$ cat src/hdl/arb_types_pkg.sv
package arb_types_pkg;

  // Requester slots are numbered in priority order: dmem0, dmem1, imem0, imem1
  localparam int NUM_REQUESTERS = 4;
  localparam int REQ_IDX_W      = $clog2(NUM_REQUESTERS);
  typedef logic [REQ_IDX_W-1:0] req_idx_t;

  // Port that owns the access currently on the memory bus
  typedef enum logic [2:0] {
    OWNER_NONE  = 3'd0,
    OWNER_DMEM0 = 3'd1,
    OWNER_DMEM1 = 3'd2,
    OWNER_IMEM0 = 3'd3,
    OWNER_IMEM1 = 3'd4
  } owner_t;

endpackage

$ cat src/hdl/mem_types_pkg.sv
package mem_types_pkg;

  // ==================================================
  // Bus widths
  // ==================================================

  localparam int ADDR_W = 32;
  localparam int DATA_W = 32;
  localparam int STRB_W = DATA_W / 8;

  // Byte address, the two low bits are ignored by the word-addressed RAM
  typedef logic [ADDR_W-1:0] addr_t;
  typedef logic [DATA_W-1:0] data_t;

  // An all-zero strobe marks a read
  typedef logic [STRB_W-1:0] strb_t;

  // ==================================================
  // Shared RAM geometry and timing
  // ==================================================

  localparam int RAM_WORDS   = 1024;
  localparam int RAM_INDEX_W = $clog2(RAM_WORDS);
  typedef logic [RAM_INDEX_W-1:0] ram_index_t;

  // Cycles from the first accepted valid to the ready pulse
  localparam int RAM_LATENCY = 2;
  localparam int RAM_CNT_W   = $clog2(RAM_LATENCY + 1);
  typedef logic [RAM_CNT_W-1:0] lat_cnt_t;

endpackage
$ cat src/hdl/mem_arbiter.sv
`timescale 1ns/10ps

module mem_arbiter
  import mem_types_pkg::*, arb_types_pkg::*;
(
  input  logic  clock,
  input  logic  reset,
  input  logic  imem0_valid,
  input  addr_t imem0_addr,
  output logic  imem0_ready,
  output data_t imem0_rdata,
  input  logic  imem1_valid,
  input  addr_t imem1_addr,
  output logic  imem1_ready,
  output data_t imem1_rdata,
  input  logic  dmem0_valid,
  input  addr_t dmem0_addr,
  input  data_t dmem0_wdata,
  input  strb_t dmem0_wstrb,
  output logic  dmem0_ready,
  output data_t dmem0_rdata,
  input  logic  dmem1_valid,
  input  addr_t dmem1_addr,
  input  data_t dmem1_wdata,
  input  strb_t dmem1_wstrb,
  output logic  dmem1_ready,
  output data_t dmem1_rdata,
  output logic  mem_valid,
  output addr_t mem_addr,
  output data_t mem_wdata,
  output strb_t mem_wstrb,
  input  logic  mem_ready,
  input  data_t mem_rdata
);

  // Incoming requests gathered into slots, slot 0 has the highest priority
  logic [NUM_REQUESTERS-1:0] in_valid;
  addr_t                     in_addr [NUM_REQUESTERS];
  data_t                     in_wdata [NUM_REQUESTERS];
  strb_t                     in_wstrb [NUM_REQUESTERS];

  logic [NUM_REQUESTERS-1:0] buf_valid_q;
  logic [NUM_REQUESTERS-1:0] buf_valid_d;
  addr_t                     buf_addr_q [NUM_REQUESTERS];
  data_t                     buf_wdata_q [NUM_REQUESTERS];
  strb_t                     buf_wstrb_q [NUM_REQUESTERS];

  logic [NUM_REQUESTERS-1:0] pend;
  addr_t                     req_addr [NUM_REQUESTERS];
  data_t                     req_wdata [NUM_REQUESTERS];
  strb_t                     req_wstrb [NUM_REQUESTERS];

  owner_t   owner_q;
  owner_t   grant_owner;
  addr_t    cur_addr_q;
  data_t    cur_wdata_q;
  strb_t    cur_wstrb_q;
  logic     busy;
  logic     free;
  logic     grant_valid;
  logic     take;
  req_idx_t grant_idx;

  // Instruction ports never write
  assign in_valid = {imem1_valid, imem0_valid, dmem1_valid, dmem0_valid};
  assign in_addr  = '{dmem0_addr, dmem1_addr, imem0_addr, imem1_addr};
  assign in_wdata = '{dmem0_wdata, dmem1_wdata, '0, '0};
  assign in_wstrb = '{dmem0_wstrb, dmem1_wstrb, '0, '0};

  // ==================================================
  // Request selection
  // ==================================================

  // A fresh pulse bypasses the buffer so it can be granted in the same cycle
  always_comb begin
    for (int i = 0; i < NUM_REQUESTERS; i++) begin
      pend[i]      = in_valid[i] || buf_valid_q[i];
      req_addr[i]  = in_valid[i] ? in_addr[i] : buf_addr_q[i];
      req_wdata[i] = in_valid[i] ? in_wdata[i] : buf_wdata_q[i];
      req_wstrb[i] = in_valid[i] ? in_wstrb[i] : buf_wstrb_q[i];
    end
  end

  // Walk from lowest to highest priority so the last hit wins
  always_comb begin
    grant_valid = 1'b0;
    grant_idx   = '0;
    for (int i = NUM_REQUESTERS - 1; i >= 0; i--) begin
      if (pend[i]) begin
        grant_valid = 1'b1;
        grant_idx   = req_idx_t'(i);
      end
    end
  end

  always_comb begin
    case (grant_idx)
      2'd0:    grant_owner = OWNER_DMEM0;
      2'd1:    grant_owner = OWNER_DMEM1;
      2'd2:    grant_owner = OWNER_IMEM0;
      default: grant_owner = OWNER_IMEM1;
    endcase
  end

  // The bus is released in the ready cycle, so a new grant may start there
  assign busy = (owner_q != OWNER_NONE) && !mem_ready;
  assign free = !busy;
  assign take = free && grant_valid;

  always_comb begin
    for (int i = 0; i < NUM_REQUESTERS; i++) begin
      buf_valid_d[i] = pend[i] && !(take && (grant_idx == req_idx_t'(i)));
    end
  end

  // ==================================================
  // Registers
  // ==================================================

  always_ff @(posedge clock) begin
    if (!reset) begin
      owner_q     <= OWNER_NONE;
      buf_valid_q <= '0;
    end else begin
      buf_valid_q <= buf_valid_d;
      if (free) begin
        owner_q <= take ? grant_owner : OWNER_NONE;
      end
    end
  end

  always_ff @(posedge clock) begin
    for (int i = 0; i < NUM_REQUESTERS; i++) begin
      if (in_valid[i]) begin
        buf_addr_q[i]  <= in_addr[i];
        buf_wdata_q[i] <= in_wdata[i];
        buf_wstrb_q[i] <= in_wstrb[i];
      end
    end
    if (take) begin
      cur_addr_q  <= req_addr[grant_idx];
      cur_wdata_q <= req_wdata[grant_idx];
      cur_wstrb_q <= req_wstrb[grant_idx];
    end
  end

  assign mem_valid = busy || take;
  assign mem_addr  = busy ? cur_addr_q : req_addr[grant_idx];
  assign mem_wdata = busy ? cur_wdata_q : req_wdata[grant_idx];
  assign mem_wstrb = busy ? cur_wstrb_q : req_wstrb[grant_idx];

  // Responses go only to the registered owner
  assign dmem0_ready = mem_ready && (owner_q == OWNER_DMEM0);
  assign dmem1_ready = mem_ready && (owner_q == OWNER_DMEM1);
  assign imem0_ready = mem_ready && (owner_q == OWNER_IMEM0);
  assign imem1_ready = mem_ready && (owner_q == OWNER_IMEM1);
  assign dmem0_rdata = (owner_q == OWNER_DMEM0) ? mem_rdata : '0;
  assign dmem1_rdata = (owner_q == OWNER_DMEM1) ? mem_rdata : '0;
  assign imem0_rdata = (owner_q == OWNER_IMEM0) ? mem_rdata : '0;
  assign imem1_rdata = (owner_q == OWNER_IMEM1) ? mem_rdata : '0;

endmodule

$ cat config.mk
export PLATFORM = sky130hd
export DESIGN_NAME = mem_arbiter
export DESIGN_NICKNAME = d
export VERILOG_FILES = /design/src/hdl/arb_types_pkg.sv /design/src/hdl/mem_types_pkg.sv /design/src/hdl/mem_arbiter.sv
export SDC_FILE = /design/constraint.sdc
export NUM_CORES = 1
export LEC_CHECK = 0
export ABC_AREA = 1
export BUFFER_PORTS_ARGS = -buffer_cell sky130_fd_sc_hd__buf_2
export CAP_MARGIN = 20
export CORE_MARGIN = 8
export CORE_UTILIZATION = 52
export DETAILED_ROUTE_END_ITERATION = 16
export MAX_ROUTING_LAYER = met4
export PLACE_DENSITY = 0.85
export SYNTH_ARGS = -nofsm -noshare
export SYNTH_HDL_FRONTEND = slang
export SYNTH_SLANG_ARGS = --single-unit
export TNS_END_PERCENT = 5
$ cat constraint.sdc
create_clock -name clock -period 6.11 [get_ports clock]
set_clock_uncertainty 0.2 [all_clocks]
set_input_delay 0.9165 -clock clock [delete_from_list [all_inputs] [get_ports clock]]
set_output_delay 0.9165 -clock clock [all_outputs]
set_load 0.01 [all_outputs]
==> flow_summary_export.csv, run 1 <==
group,metric,value,unit
clock_network,cts_buffers,37,
floorplanning,num_io_pins,440,
drt,drtPass1Iterations,5,
yosys,ys_ff_latch,347,
global_routing,overflow,0,
power_and_ir_drop,power_density,325,nW/um^2
yosys,yosys_warnings,0,
global_routing,grt_util_met1,33.2,%
clock_network,hold_buffers,0,
global_routing,grtUsageTotal,29.1,%
global_routing,use_met3,5.26,%
global_routing,grt_start_max_net_pins,94,
power_and_ir_drop,power.total,0.00609,W
placed_design,placed_cells,2832,
global_routing,grt_util_met2,49.9,%
power_and_ir_drop,p_comb_share,20.1,%
timing,fmax,0.212,GHz
drt,wire_per_inst,18.0,um
global_routing,grt_pass1_vias,15500,
placed_design,dp_hpwl,35.2,mm
final_layout,ff_latch_area,7630,sq um
final_layout,area_growth,22.6,%
worst_hold_path,min_path_type,"flop to flop",
global_routing,antenna_found_initial,6,
timing,setup_tns,0,ns
timing,setup_slack,1.39,ns
final_layout,drive_above_1_share,21.6,%
timing,rsz0062_at_grt,"false",
worst_setup_path,cp-end-kind,"primary output",
yosys,yosys-top-cells-area,"dfxtp_1 37%, nand2_1 20%, edfxtp_1 13%, nand3_1 11%, nor2_1 5.1%",
floorplanning,start_util,52.9,%
clock_network,cts_setup_buffers,0,
timing,fin_crit,4.72,ns
timing,period_share,77.2,%
worst_setup_path,reg2reg_depth,7,
clock_network,cts_buffer_depth,3,
worst_setup_path,arrival,3.60,ns
run,maxCapViolCount,0,
clock_network,root_buffer,"clkbuf_16",
yosys,postSynthCellCount,2126,
power_and_ir_drop,p_sw,0.00177,W
clock_network,clk_pin_slew,0.06,ns
drt,ant_nets,0,
final_layout,nets,2732,
yosys,synth_fp_nets,2369,
yosys,synth-edff-count,68,
power_and_ir_drop,vdd_drop_max,0.187,mV
floorplanning,die_area,35100,sq um
yosys,synth_top_area_share,36.6,%
yosys,synth_area,15300,sq um
floorplanning,die_h,187,um
final_layout,final_common_cell,"nand2_1",
timing,finalMaxSlewViolations,0,
clock_network,cts_tree,"done",
yosys,synth.avg_cell_area,7.19,sq um
timing,hold_viol_final,0,
power_and_ir_drop,p_int,0.00432,W
timing,relSlewSlack,28.5,%
global_routing,busiest_layer,"met2",
power_and_ir_drop,sw_frac_of_total,29.1,%
yosys,synth_top_area_cell,"dfxtp_1",
final_layout,multi_input_area,6430,sq um
power_and_ir_drop,seqPwrFrac,43.8,%
drt,wl,52.3,mm
floorplanning,die_width,187,um
final_layout,fin_cells,2904,
final_layout,final_cell_mix,"821 x nand2_1, 437 x buf_2, 335 x nand3_1, 279 x dfxtp_1, 207 x nor2_1",
timing,worst_pin_slew,1.07,ns
worst_hold_path,holdPathStages,2,
drt,dr.first_iter.drc_count,1421,
yosys,ys.flop_type,"dfxtp_1",
placed_design,pre_cts_ws,1.47,ns
floorplanning,core_area,28900,sq um
worst_setup_path,critical_path.max_fanout,93,
clock_network,h-tree-depth,2,
clock_network,clock_latency,0.51,ns
placed_design,post_dp_cell_area,17500,sq um
worst_setup_path,start_kind,"primary input",
final_layout,filler_cell_count,2462,
drt,drc,0,
drt,via_per_inst,5.33,
final_layout,fin_area,18700,sq um
global_routing,grt_pass1_wl,81.5,mm
clock_network,clock-sinks,347,
power_and_ir_drop,clkPwrFrac,36.1,%
yosys,seq_area_frac_synth,49.9,%
floorplanning,rows,62,
yosys,synthDistinctLibCells,23,
placed_design,io_buffers,439,
timing,setup_violations,0,
worst_setup_path,critPathKind,"primary input to primary output",
status,outcome,"finished clean",
worst_setup_path,worstPathRequired,4.99,ns
yosys,synthArstFlopShare,0,%
drt,vias,15500,
power_and_ir_drop,p_leak,9.68,nW
clock_network,ctsResizeCount,0,
placed_design,gp_congestion,0.977,
[area by class of cell]
type | instances | area share (%)
tap | 384 | 2.56
inverter | 151 | 3.04
sequential | 347 | 40.7
multi-input combinational | 1491 | 34.3
clock inverter | 13 | 0.695
clock buffer | 53 | 5.70
timing repair buffer | 461 | 12.9
antenna | 4 | 0.0534
[flip-flops by register name (all words and copies together), names as in the netlist]
name	flops
buf_addr_q	128
buf_wdata_q	128
cur_addr_q	32
cur_wdata_q	32
buf_wstrb_q	16
buf_valid_q	4
cur_wstrb_q	4
owner_q	3
[synthesized netlist by cell type, types with 8 or more instances]
| master | n |
|---|---|
| nand2_1 | 821 |
| nand3_1 | 336 |
| dfxtp_1 | 279 |
| nor2_1 | 208 |
| inv_1 | 145 |
| and2_1 | 68 |
| edfxtp_1 | 68 |
| buf_2 | 62 |
| clkbuf_1 | 54 |
| o21ai_0 | 32 |
| nand3_2 | 11 |
| buf_4 | 8 |
| buf_6 | 8 |
[final timing paths]
path,start,end,slack [ns]
hold / removal,buf_wdata_q[2][3]$_DFF_P_,buf_wdata_q[2][3]$_DFF_P_,0.22
setup reg to reg,buf_valid_q[2]$_SDFF_PN0_,cur_wstrb_q[1]$_DFFE_PP_,3.17
hold reg to reg,buf_wdata_q[2][3]$_DFF_P_,buf_wdata_q[2][3]$_DFF_P_,0.22
setup / recovery,imem1_valid,mem_wstrb[1],1.39
[kinds of logic after synthesis]
kind of cell / count (synthesis) / share of synthesized area (%)
compound gates: 36 / 1.20
fa+ha+maj: 4 / 0.328
flops: 347 / 49.9
buf+inv: 288 / 8.19
simple gates: 1451 / 40.4
[routing by layer]
layer  vias up  share of wire (%)
met5         -                  0
met1      7061                 38
met3       149                9.0
met2       919                 49
met4         0                3.8
li1       7353                  -
[power groups by stage]
stage	Combinational, W	Sequential (W)	Clock, W
final	0.00122	0.00267	0.00220
after global routing	0.00134	0.00269	0.00232
after CTS	0.00121	0.00267	0.00221
after detailed placement	0.00120	0.00271	0
after global placement	0.00118	0.00270	0
after floorplan	0.000745	0.00270	0
[worst max-delay path, cell delays in order]
cell	delay, ns
buf_2	0.11
inv_4	0.16
nand2_2	0.13
nand2_1	0.09
nand2_4	0.44
buf_4	0.88
nand3_1	0.27
nand3_1	0.20
nand3_1	0.08
nand2_1	0.08
buf_2	0.14
[stage by stage]
step / hold WS [ns] / utilization (%)
finish: 0.218 / 64.9
global route: 0.232 / 64.9
CTS: 0.217 / 64.8
detailed placement: 0.209 / 60.6
global placement: 0.207 / 60.6
floorplan: 0.200 / -
(Power assumes the default switching activity.)
==> inputs of run 2 (changes only) <==
--- a/config.mk
+++ b/config.mk
@@ -5,14 +5,14 @@
 export SDC_FILE = /design/constraint.sdc
 export NUM_CORES = 1
 export LEC_CHECK = 0
-export ABC_AREA = 1
+export ABC_AREA = 0
 export BUFFER_PORTS_ARGS = -buffer_cell sky130_fd_sc_hd__buf_2
 export CAP_MARGIN = 20
 export CORE_MARGIN = 8
-export CORE_UTILIZATION = 52
+export CORE_UTILIZATION = 48
 export DETAILED_ROUTE_END_ITERATION = 16
 export MAX_ROUTING_LAYER = met4
-export PLACE_DENSITY = 0.85
+export PLACE_DENSITY = 0.82
 export SYNTH_ARGS = -nofsm -noshare
 export SYNTH_HDL_FRONTEND = slang
 export SYNTH_SLANG_ARGS = --single-unit
==> constraint.sdc (replaced) <==
create_clock -name clock -period 4.14 [get_ports clock]
set_clock_uncertainty 0.2 [all_clocks]
set_input_delay 0.621 -clock clock [delete_from_list [all_inputs] [get_ports clock]]
set_output_delay 0.621 -clock clock [all_outputs]
set_load 0.01 [all_outputs]
==> run 2 against run 1 <==
  * Hold slack worse by 0.068 ns
  * Sequential cell count unchanged
  * Global-route usage down 5.3 points
  * Non-clock buffer count grew 2
  * Critical path type is now flop to primary output
  * Combinational power rose by 49%
  * Largest cell class unchanged
==> flow_summary_export.csv, run 2 <==
group,metric,value,unit
timing,fin_crit,3.85,ns
yosys,ys.flop_type,"dfxtp_1",
placed_design,gp_congestion,0.914,
power_and_ir_drop,power.total,0.00885,W
clock_network,clock_latency,0.50,ns
worst_setup_path,critical_path.startpoint,"buf_valid_q[0]$_SDFF_PN0_",
yosys,synth_fp_nets,1516,
timing,setup_violations,0,
clock_network,clock-sinks,347,
drt,drc,0,
worst_setup_path,critical_path.max_fanout,41,
power_and_ir_drop,vdd_drop_max,0.243,mV
placed_design,pre_cts_ws,0.490,ns
timing,setup_slack,0.290,ns
final_layout,nets,1914,
yosys,synth_most_common_cell,"dfxtp_1",
power_and_ir_drop,p_leak,8.96,nW
final_layout,final_common_cell,"buf_2",
clock_network,root_buffer,"clkbuf_16",
timing,finalMaxSlewViolations,0,
floorplanning,die_h,197,um
timing,fmax,0.260,GHz
worst_setup_path,crit_chain,"nand2_1 -> buf_12 -> o22ai_1 -> a221oi_2 -> mux2_2 -> buf_2",
yosys,seq_area_frac_synth,48.6,%
timing,worst_pin_slew,0.983,ns
clock_network,clk_pin_slew,0.06,ns
floorplanning,core_area,32400,sq um
worst_setup_path,rr_startpoint,"buf_valid_q[0]$_SDFF_PN0_",
floorplanning,die_area,38800,sq um
yosys,synth_area,15700,sq um
yosys,synth-edff-count,68,
placed_design,placed_cells,2075,
clock_network,cts_buffers,36,
final_layout,area_growth,23.8,%
final_layout,final_util,60.1,%
yosys,synth.avg_cell_area,12.3,sq um
global_routing,busiest_layer,"met2",
status,outcome,"finished clean",
yosys,ys_top_cells_by_count,"279 x dfxtp_1, 203 x mux2_2, 136 x mux2i_1, 134 x and2_1, 72 x nor2b_1",
yosys,ys_ff_latch,347,
final_layout,reg.largest.list,"buf_addr_q: 128 flops, buf_wdata_q: 128 flops",
drt,dr.first_iter.drc_count,577,
placed_design,dp_hpwl,34.2,mm
run,maxCapViolCount,0,
worst_setup_path,arrival,3.03,ns
timing,hold_viol_final,0,
final_layout,multi_input_area,7440,sq um
floorplanning,rows,66,
global_routing,overflow,0,
final_layout,ff_latch_area,7630,sq um
power_and_ir_drop,power_density,455,nW/um^2
global_routing,grt_util_met1,25.8,%
timing,period_share,93.0,%
drt,drtPass1Iterations,5,
final_layout,filler_cell_count,2611,
timing,rsz0062_at_grt,"false",
yosys,yosys-top-cells-area,"dfxtp_1 36%, mux2_2 15%, edfxtp_1 13%, mux2i_1 8.7%, a221oi_2 6.2%",
drt,wl,47.3,mm
clock_network,h-tree-depth,2,
global_routing,grt_pass1_vias,12600,
global_routing,grtUsageTotal,23.9,%
yosys,synthDistinctLibCells,35,
worst_setup_path,critPathKind,"flop to primary output",
clock_network,hold_buffers,0,
yosys,yosys_warnings,0,
clock_network,cts_setup_buffers,0,
global_routing,antenna_found_initial,16,
timing,setup_tns,0,ns
global_routing,use_met3,3.82,%
worst_setup_path,cp_slowest_cell,"dfxtp_2",
worst_hold_path,min_path_type,"primary input to flop",
clock_network,cts_tree,"done",
global_routing,grt_start_max_net_pins,78,
global_routing,grt_util_met2,41.6,%
clock_network,ctsResizeCount,0,
drt,via_per_inst,5.35,
placed_design,io_buffers,439,
drt,ant_nets,0,
floorplanning,num_io_pins,440,
final_layout,fin_cells,2154,
drt,vias,11500,
yosys,synth_top_area_cell,"dfxtp_1",
drt,wire_per_inst,22.0,um
floorplanning,die_width,197,um
global_routing,grt_pass1_wl,71.2,mm
worst_setup_path,cp-end-kind,"primary output",
worst_setup_path,crit_path_max_incr_delay,0.97,ns
floorplanning,start_util,48.5,%
yosys,synth_top_area_share,35.6,%
worst_setup_path,start_kind,"flop",
worst_hold_path,hp-start,"dmem1_wstrb[3]",
clock_network,cts_buffer_depth,3,
final_layout,final_cell_mix,"437 x buf_2, 278 x dfxtp_1, 203 x mux2_2, 136 x mux2i_1, 133 x and2_1",
yosys,postSynthCellCount,1273,
timing,relSlewSlack,34.5,%
yosys,synthArstFlopShare,0,%
worst_setup_path,worstPathRequired,3.32,ns
final_layout,drive_above_1_share,49.0,%
## run 2: cell types whose count changed in the layout (fill, tap and decap cells not counted), moves of 72 or more
cell	previous run	this run
mux2i_1	0	136
nand2_1	821	3
nor2_1	207	11
nor2b_1	0	72
mux2_2	0	203
nand3_1	335	0
inv_1	145	34
## run 2: critical path, delay by kind of cell, from the launching register on
family,cells,cell delay [ns]
multiplexers,1,0.33
buffers and inverters,2,0.45
AND/OR/NAND/NOR,1,0.47
AO/OA/AOI/OAI,2,0.27
flip-flops,1,0.97
## run 2: worst paths after layout
| check | endpoint | cells past startpoint | slack [ns] |
|---|---|---|---|
| min reg2reg | buf_wstrb_q[3][1]$_DFF_P_ | 1 | 0.26 |
| max reg2reg | cur_addr_q[26]$_DFFE_PP_ | 5 | 1.22 |
| min | buf_wstrb_q[1][3]$_DFF_P_ | 2 | 0.15 |
| max | mem_addr[3] | 6 | 0.29 |
## run 2: kinds of logic (layout without fill, tap and decap cells)
group,after synthesis,count (layout),share of synthesized area [%]
mux,375,375,26.7
flops,347,347,48.6
simple gates,300,300,11.8
buf+inv,137,562,4.42
compound gates,110,110,8.23
fa+ha+maj,4,4,0.319
other cells,0,14,0
## run 2: metrics by stage
step	hold WS [ns]	instance area [sq um]
final	0.150	19400
after detailed placement	0.252	18300
after global placement	0.236	18300
after CTS	0.128	19400
after floorplan	0.225	15700
after global routing	0.126	19400
## run 2: cell type report
class                   count  share of cell area, %
diodes                     14                  0.180
inverters                  34                  0.656
multi-input cells         789                   38.2
repair buffers            463                   13.1
clock buffers              55                   5.47
well taps                 442                   2.84
clock inverters            10                  0.309
flip-flops and latches    347                   39.2
## run 2: layer usage
metal / vias up / wire (um)
li1: 5429 / -
met3: 109 / 2310
met4: 0 / 2150
met1: 5570 / 18500
met5: - / 0
met2: 425 / 24300
## run 2: where the power goes
part	internal (W)	switching, W
clock network	0.00178	0.00131
logic	0.000861	0.000955
registers	0.00383	0.000116
total	0.00647	0.00238
==> inputs of run 3 (changes only) <==
--- a/config.mk
+++ b/config.mk
@@ -13,6 +13,7 @@
 export DETAILED_ROUTE_END_ITERATION = 16
 export MAX_ROUTING_LAYER = met4
 export PLACE_DENSITY = 0.82
+export SETUP_SLACK_MARGIN = 0.15
 export SYNTH_ARGS = -nofsm -noshare
 export SYNTH_HDL_FRONTEND = slang
 export SYNTH_SLANG_ARGS = --single-unit
==> constraint.sdc (replaced) <==
create_clock -name clock -period 4.14 [get_ports clock]
set_clock_uncertainty 0.2 [all_clocks]
set_input_delay 0.621 -clock clock [delete_from_list [all_inputs] [get_ports clock]]
set_output_delay 0.621 -clock clock [all_outputs]
set_load 0.1 [all_outputs]
==> run 3 against run 2 <==
  * Non-clock buffer count grew 4
  * Die area is the same
  * Cell area increased by 2.6%
  * Routed wire length up 3.5%
  * Final cell count rose by 0.28%
  * Critical path depth grew 2
  * Count of clock-buffer cells in the layout rose by 1
  * Sequential share of layout area down 1.0 points
  * Power increased by 21%
  * First-iteration DRC count up 0.87%
==> flow_summary_export.csv, run 3 (same netlist as run 2, synthesis figures left out) <==
group,metric,value,unit
status,outcome,"finished clean",
floorplanning,die_h,197,um
clock_network,hold_buffers,0,
clock_network,cts_buffers,37,
drt,ant_nets,0,
floorplanning,die_area,38800,sq um
drt,wl,49.0,mm
power_and_ir_drop,power_density,538,nW/um^2
worst_setup_path,start_kind,"primary input",
final_layout,final_cell_mix,"404 x buf_2, 278 x dfxtp_1, 203 x mux2_2, 136 x mux2i_1, 133 x and2_1",
placed_design,io_buffers,439,
drt,top_layer_used,"met4",
worst_setup_path,crit_chain,"buf_4 -> buf_4 -> mux2_4 -> or3_1 -> mux2i_1 -> a221oi_2 -> mux2_2 -> buf_12",
drt,vias,11700,
placed_design,placed_cells,2078,
worst_setup_path,cp-end-kind,"primary output",
worst_setup_path,critical_path.max_fanout,44,
timing,fin_crit,3.82,ns
final_layout,reg.largest.list,"buf_addr_q: 128 flops, buf_wdata_q: 128 flops",
floorplanning,num_io_pins,440,
worst_setup_path,r2r_slack,1.60,ns
placed_design,gp_congestion,0.922,
global_routing,grtUsageTotal,24.8,%
clock_network,root_buffer,"clkbuf_16",
timing,relSlewSlack,33.4,%
timing,hold_viol_final,0,
clock_network,h-tree-depth,2,
global_routing,grt_pass1_vias,12900,
timing,rsz0062_at_grt,"false",
final_layout,fin_cells,2160,
worst_setup_path,crit_buf_inv,3,
drt,drt-met1-wl,19.1,mm
worst_setup_path,crit_path_max_incr_delay,0.70,ns
global_routing,antenna_found_initial,14,
global_routing,overflow,0,
run,maxCapViolCount,0,
timing,setup_tns,0,ns
worst_setup_path,critPathKind,"primary input to primary output",
timing,hold_slack,0.141,ns
global_routing,grt_pass1_wl,73.8,mm
drt,via_per_inst,5.43,
clock_network,clk_pin_slew,0.06,ns
final_layout,drive_above_1_share,49.3,%
worst_hold_path,min_path_type,"primary input to flop",
worst_setup_path,cp_slowest_cell,"buf_4",
power_and_ir_drop,vdd_drop_max,0.324,mV
timing,fmax,0.262,GHz
final_layout,final_common_cell,"buf_2",
worst_setup_path,worstPathRequired,3.32,ns
timing,period_share,92.2,%
floorplanning,rows,66,
worst_setup_path,arrival,2.99,ns
worst_setup_path,cp_top_family,"buffers and inverters",
final_layout,nets,1919,
timing,finalMaxSlewViolations,0,
final_layout,area_growth,27.1,%
timing,worst_pin_slew,0.999,ns
power_and_ir_drop,p_leak,9.17,nW
global_routing,grt_start_max_net_pins,136,
clock_network,clock_latency,0.51,ns
timing,setup_violations,0,
floorplanning,core_area,32400,sq um
drt,routed-wl-met3,2.26,mm
worst_setup_path,crit_top_cell,"buf_4",
drt,wl_met2,25.0,mm
floorplanning,die_width,197,um
drt,drtPass1Iterations,4,
final_layout,final_util,61.7,%
final_layout,filler_cell_count,2533,
drt,drc,0,
drt,dr.first_iter.drc_count,582,
clock_network,cts_tree,"done",
placed_design,dp_hpwl,34.7,mm
clock_network,cts_buffer_depth,3,
floorplanning,start_util,48.5,%
drt,wire_per_inst,22.7,um
clock_network,clock-sinks,347,
run 3: changes by cell type in the layout (fill, tap and decap cells not counted), moves of 2 or more:
cell       previous run  this run
buf_2               437       404
clkinv_1              3         1
buf_4                13        21
clkbuf_8              7         5
clkinv_2              3         6
clkbuf_16            37        39
inv_6                 3         1
buf_12               13        40
run 3: final cells by class:
type / count / area, sq um / share of cell area (%)
Clock inverter: 12 / 72.6 / 0.364
Sequential cell: 347 / 7630 / 38.2
Multi-Input combinational cell: 789 / 7440 / 37.3
Clock buffer: 56 / 1090 / 5.46
Tap cell: 442 / 553 / 2.77
Inverter: 34 / 128 / 0.639
Antenna cell: 13 / 32.5 / 0.163
Timing Repair Buffer: 467 / 3020 / 15.1
run 3: timing repair:
action	CTS	global route
resized for setup	0	1
endpoints found under the setup margin	0	5
setup buffers	0	0
run 3: path summary, 6_finish.rpt:
path / startpoint / to / cells after the start
max: dmem1_valid / mem_addr[11] / 8
min: imem1_addr[7] / buf_addr_q[3][7]$_DFF_P_ / 2
max reg2reg: owner_q[2]$_SDFFE_PN0N_ / cur_addr_q[24]$_DFFE_PP_ / 3
min reg2reg: buf_wdata_q[2][1]$_DFF_P_ / buf_wdata_q[2][1]$_DFF_P_ / 1
run 3: metrics by stage:
stage | power [W] | worst slack, ns | cell area, sq um
final | 0.0107 | 0.325 | 20000
after global routing | 0.0111 | 0.257 | 20000
after CTS | 0.0108 | 0.186 | 19900
after detailed placement | 0.00763 | 0.290 | 18700
after global placement | 0.00757 | 0.314 | 18700
after floorplan | 0.00669 | 0.508 | 15700
run 3: per-layer routing:
metal | up-vias | track usage, %
met3 | 134 | 4.08
met2 | 461 | 41.8
li1 | 5435 | -
met1 | 5696 | 27.1
met5 | - | -
met4 | 0 | 15.4
run 3: power by group:
part | internal, W | switching [W] | total, W
logic | 0.00110 | 0.00254 | 0.00364
clock network | 0.00183 | 0.00134 | 0.00317
registers | 0.00383 | 0.000105 | 0.00394
total | 0.00676 | 0.00398 | 0.0107
run 3: worst register-to-register path: stages, from the launching register on:
cell and delay [ns]:
dfxtp_1 0.42, o31ai_4 0.60, and2_4 0.58, buf_12 0.34
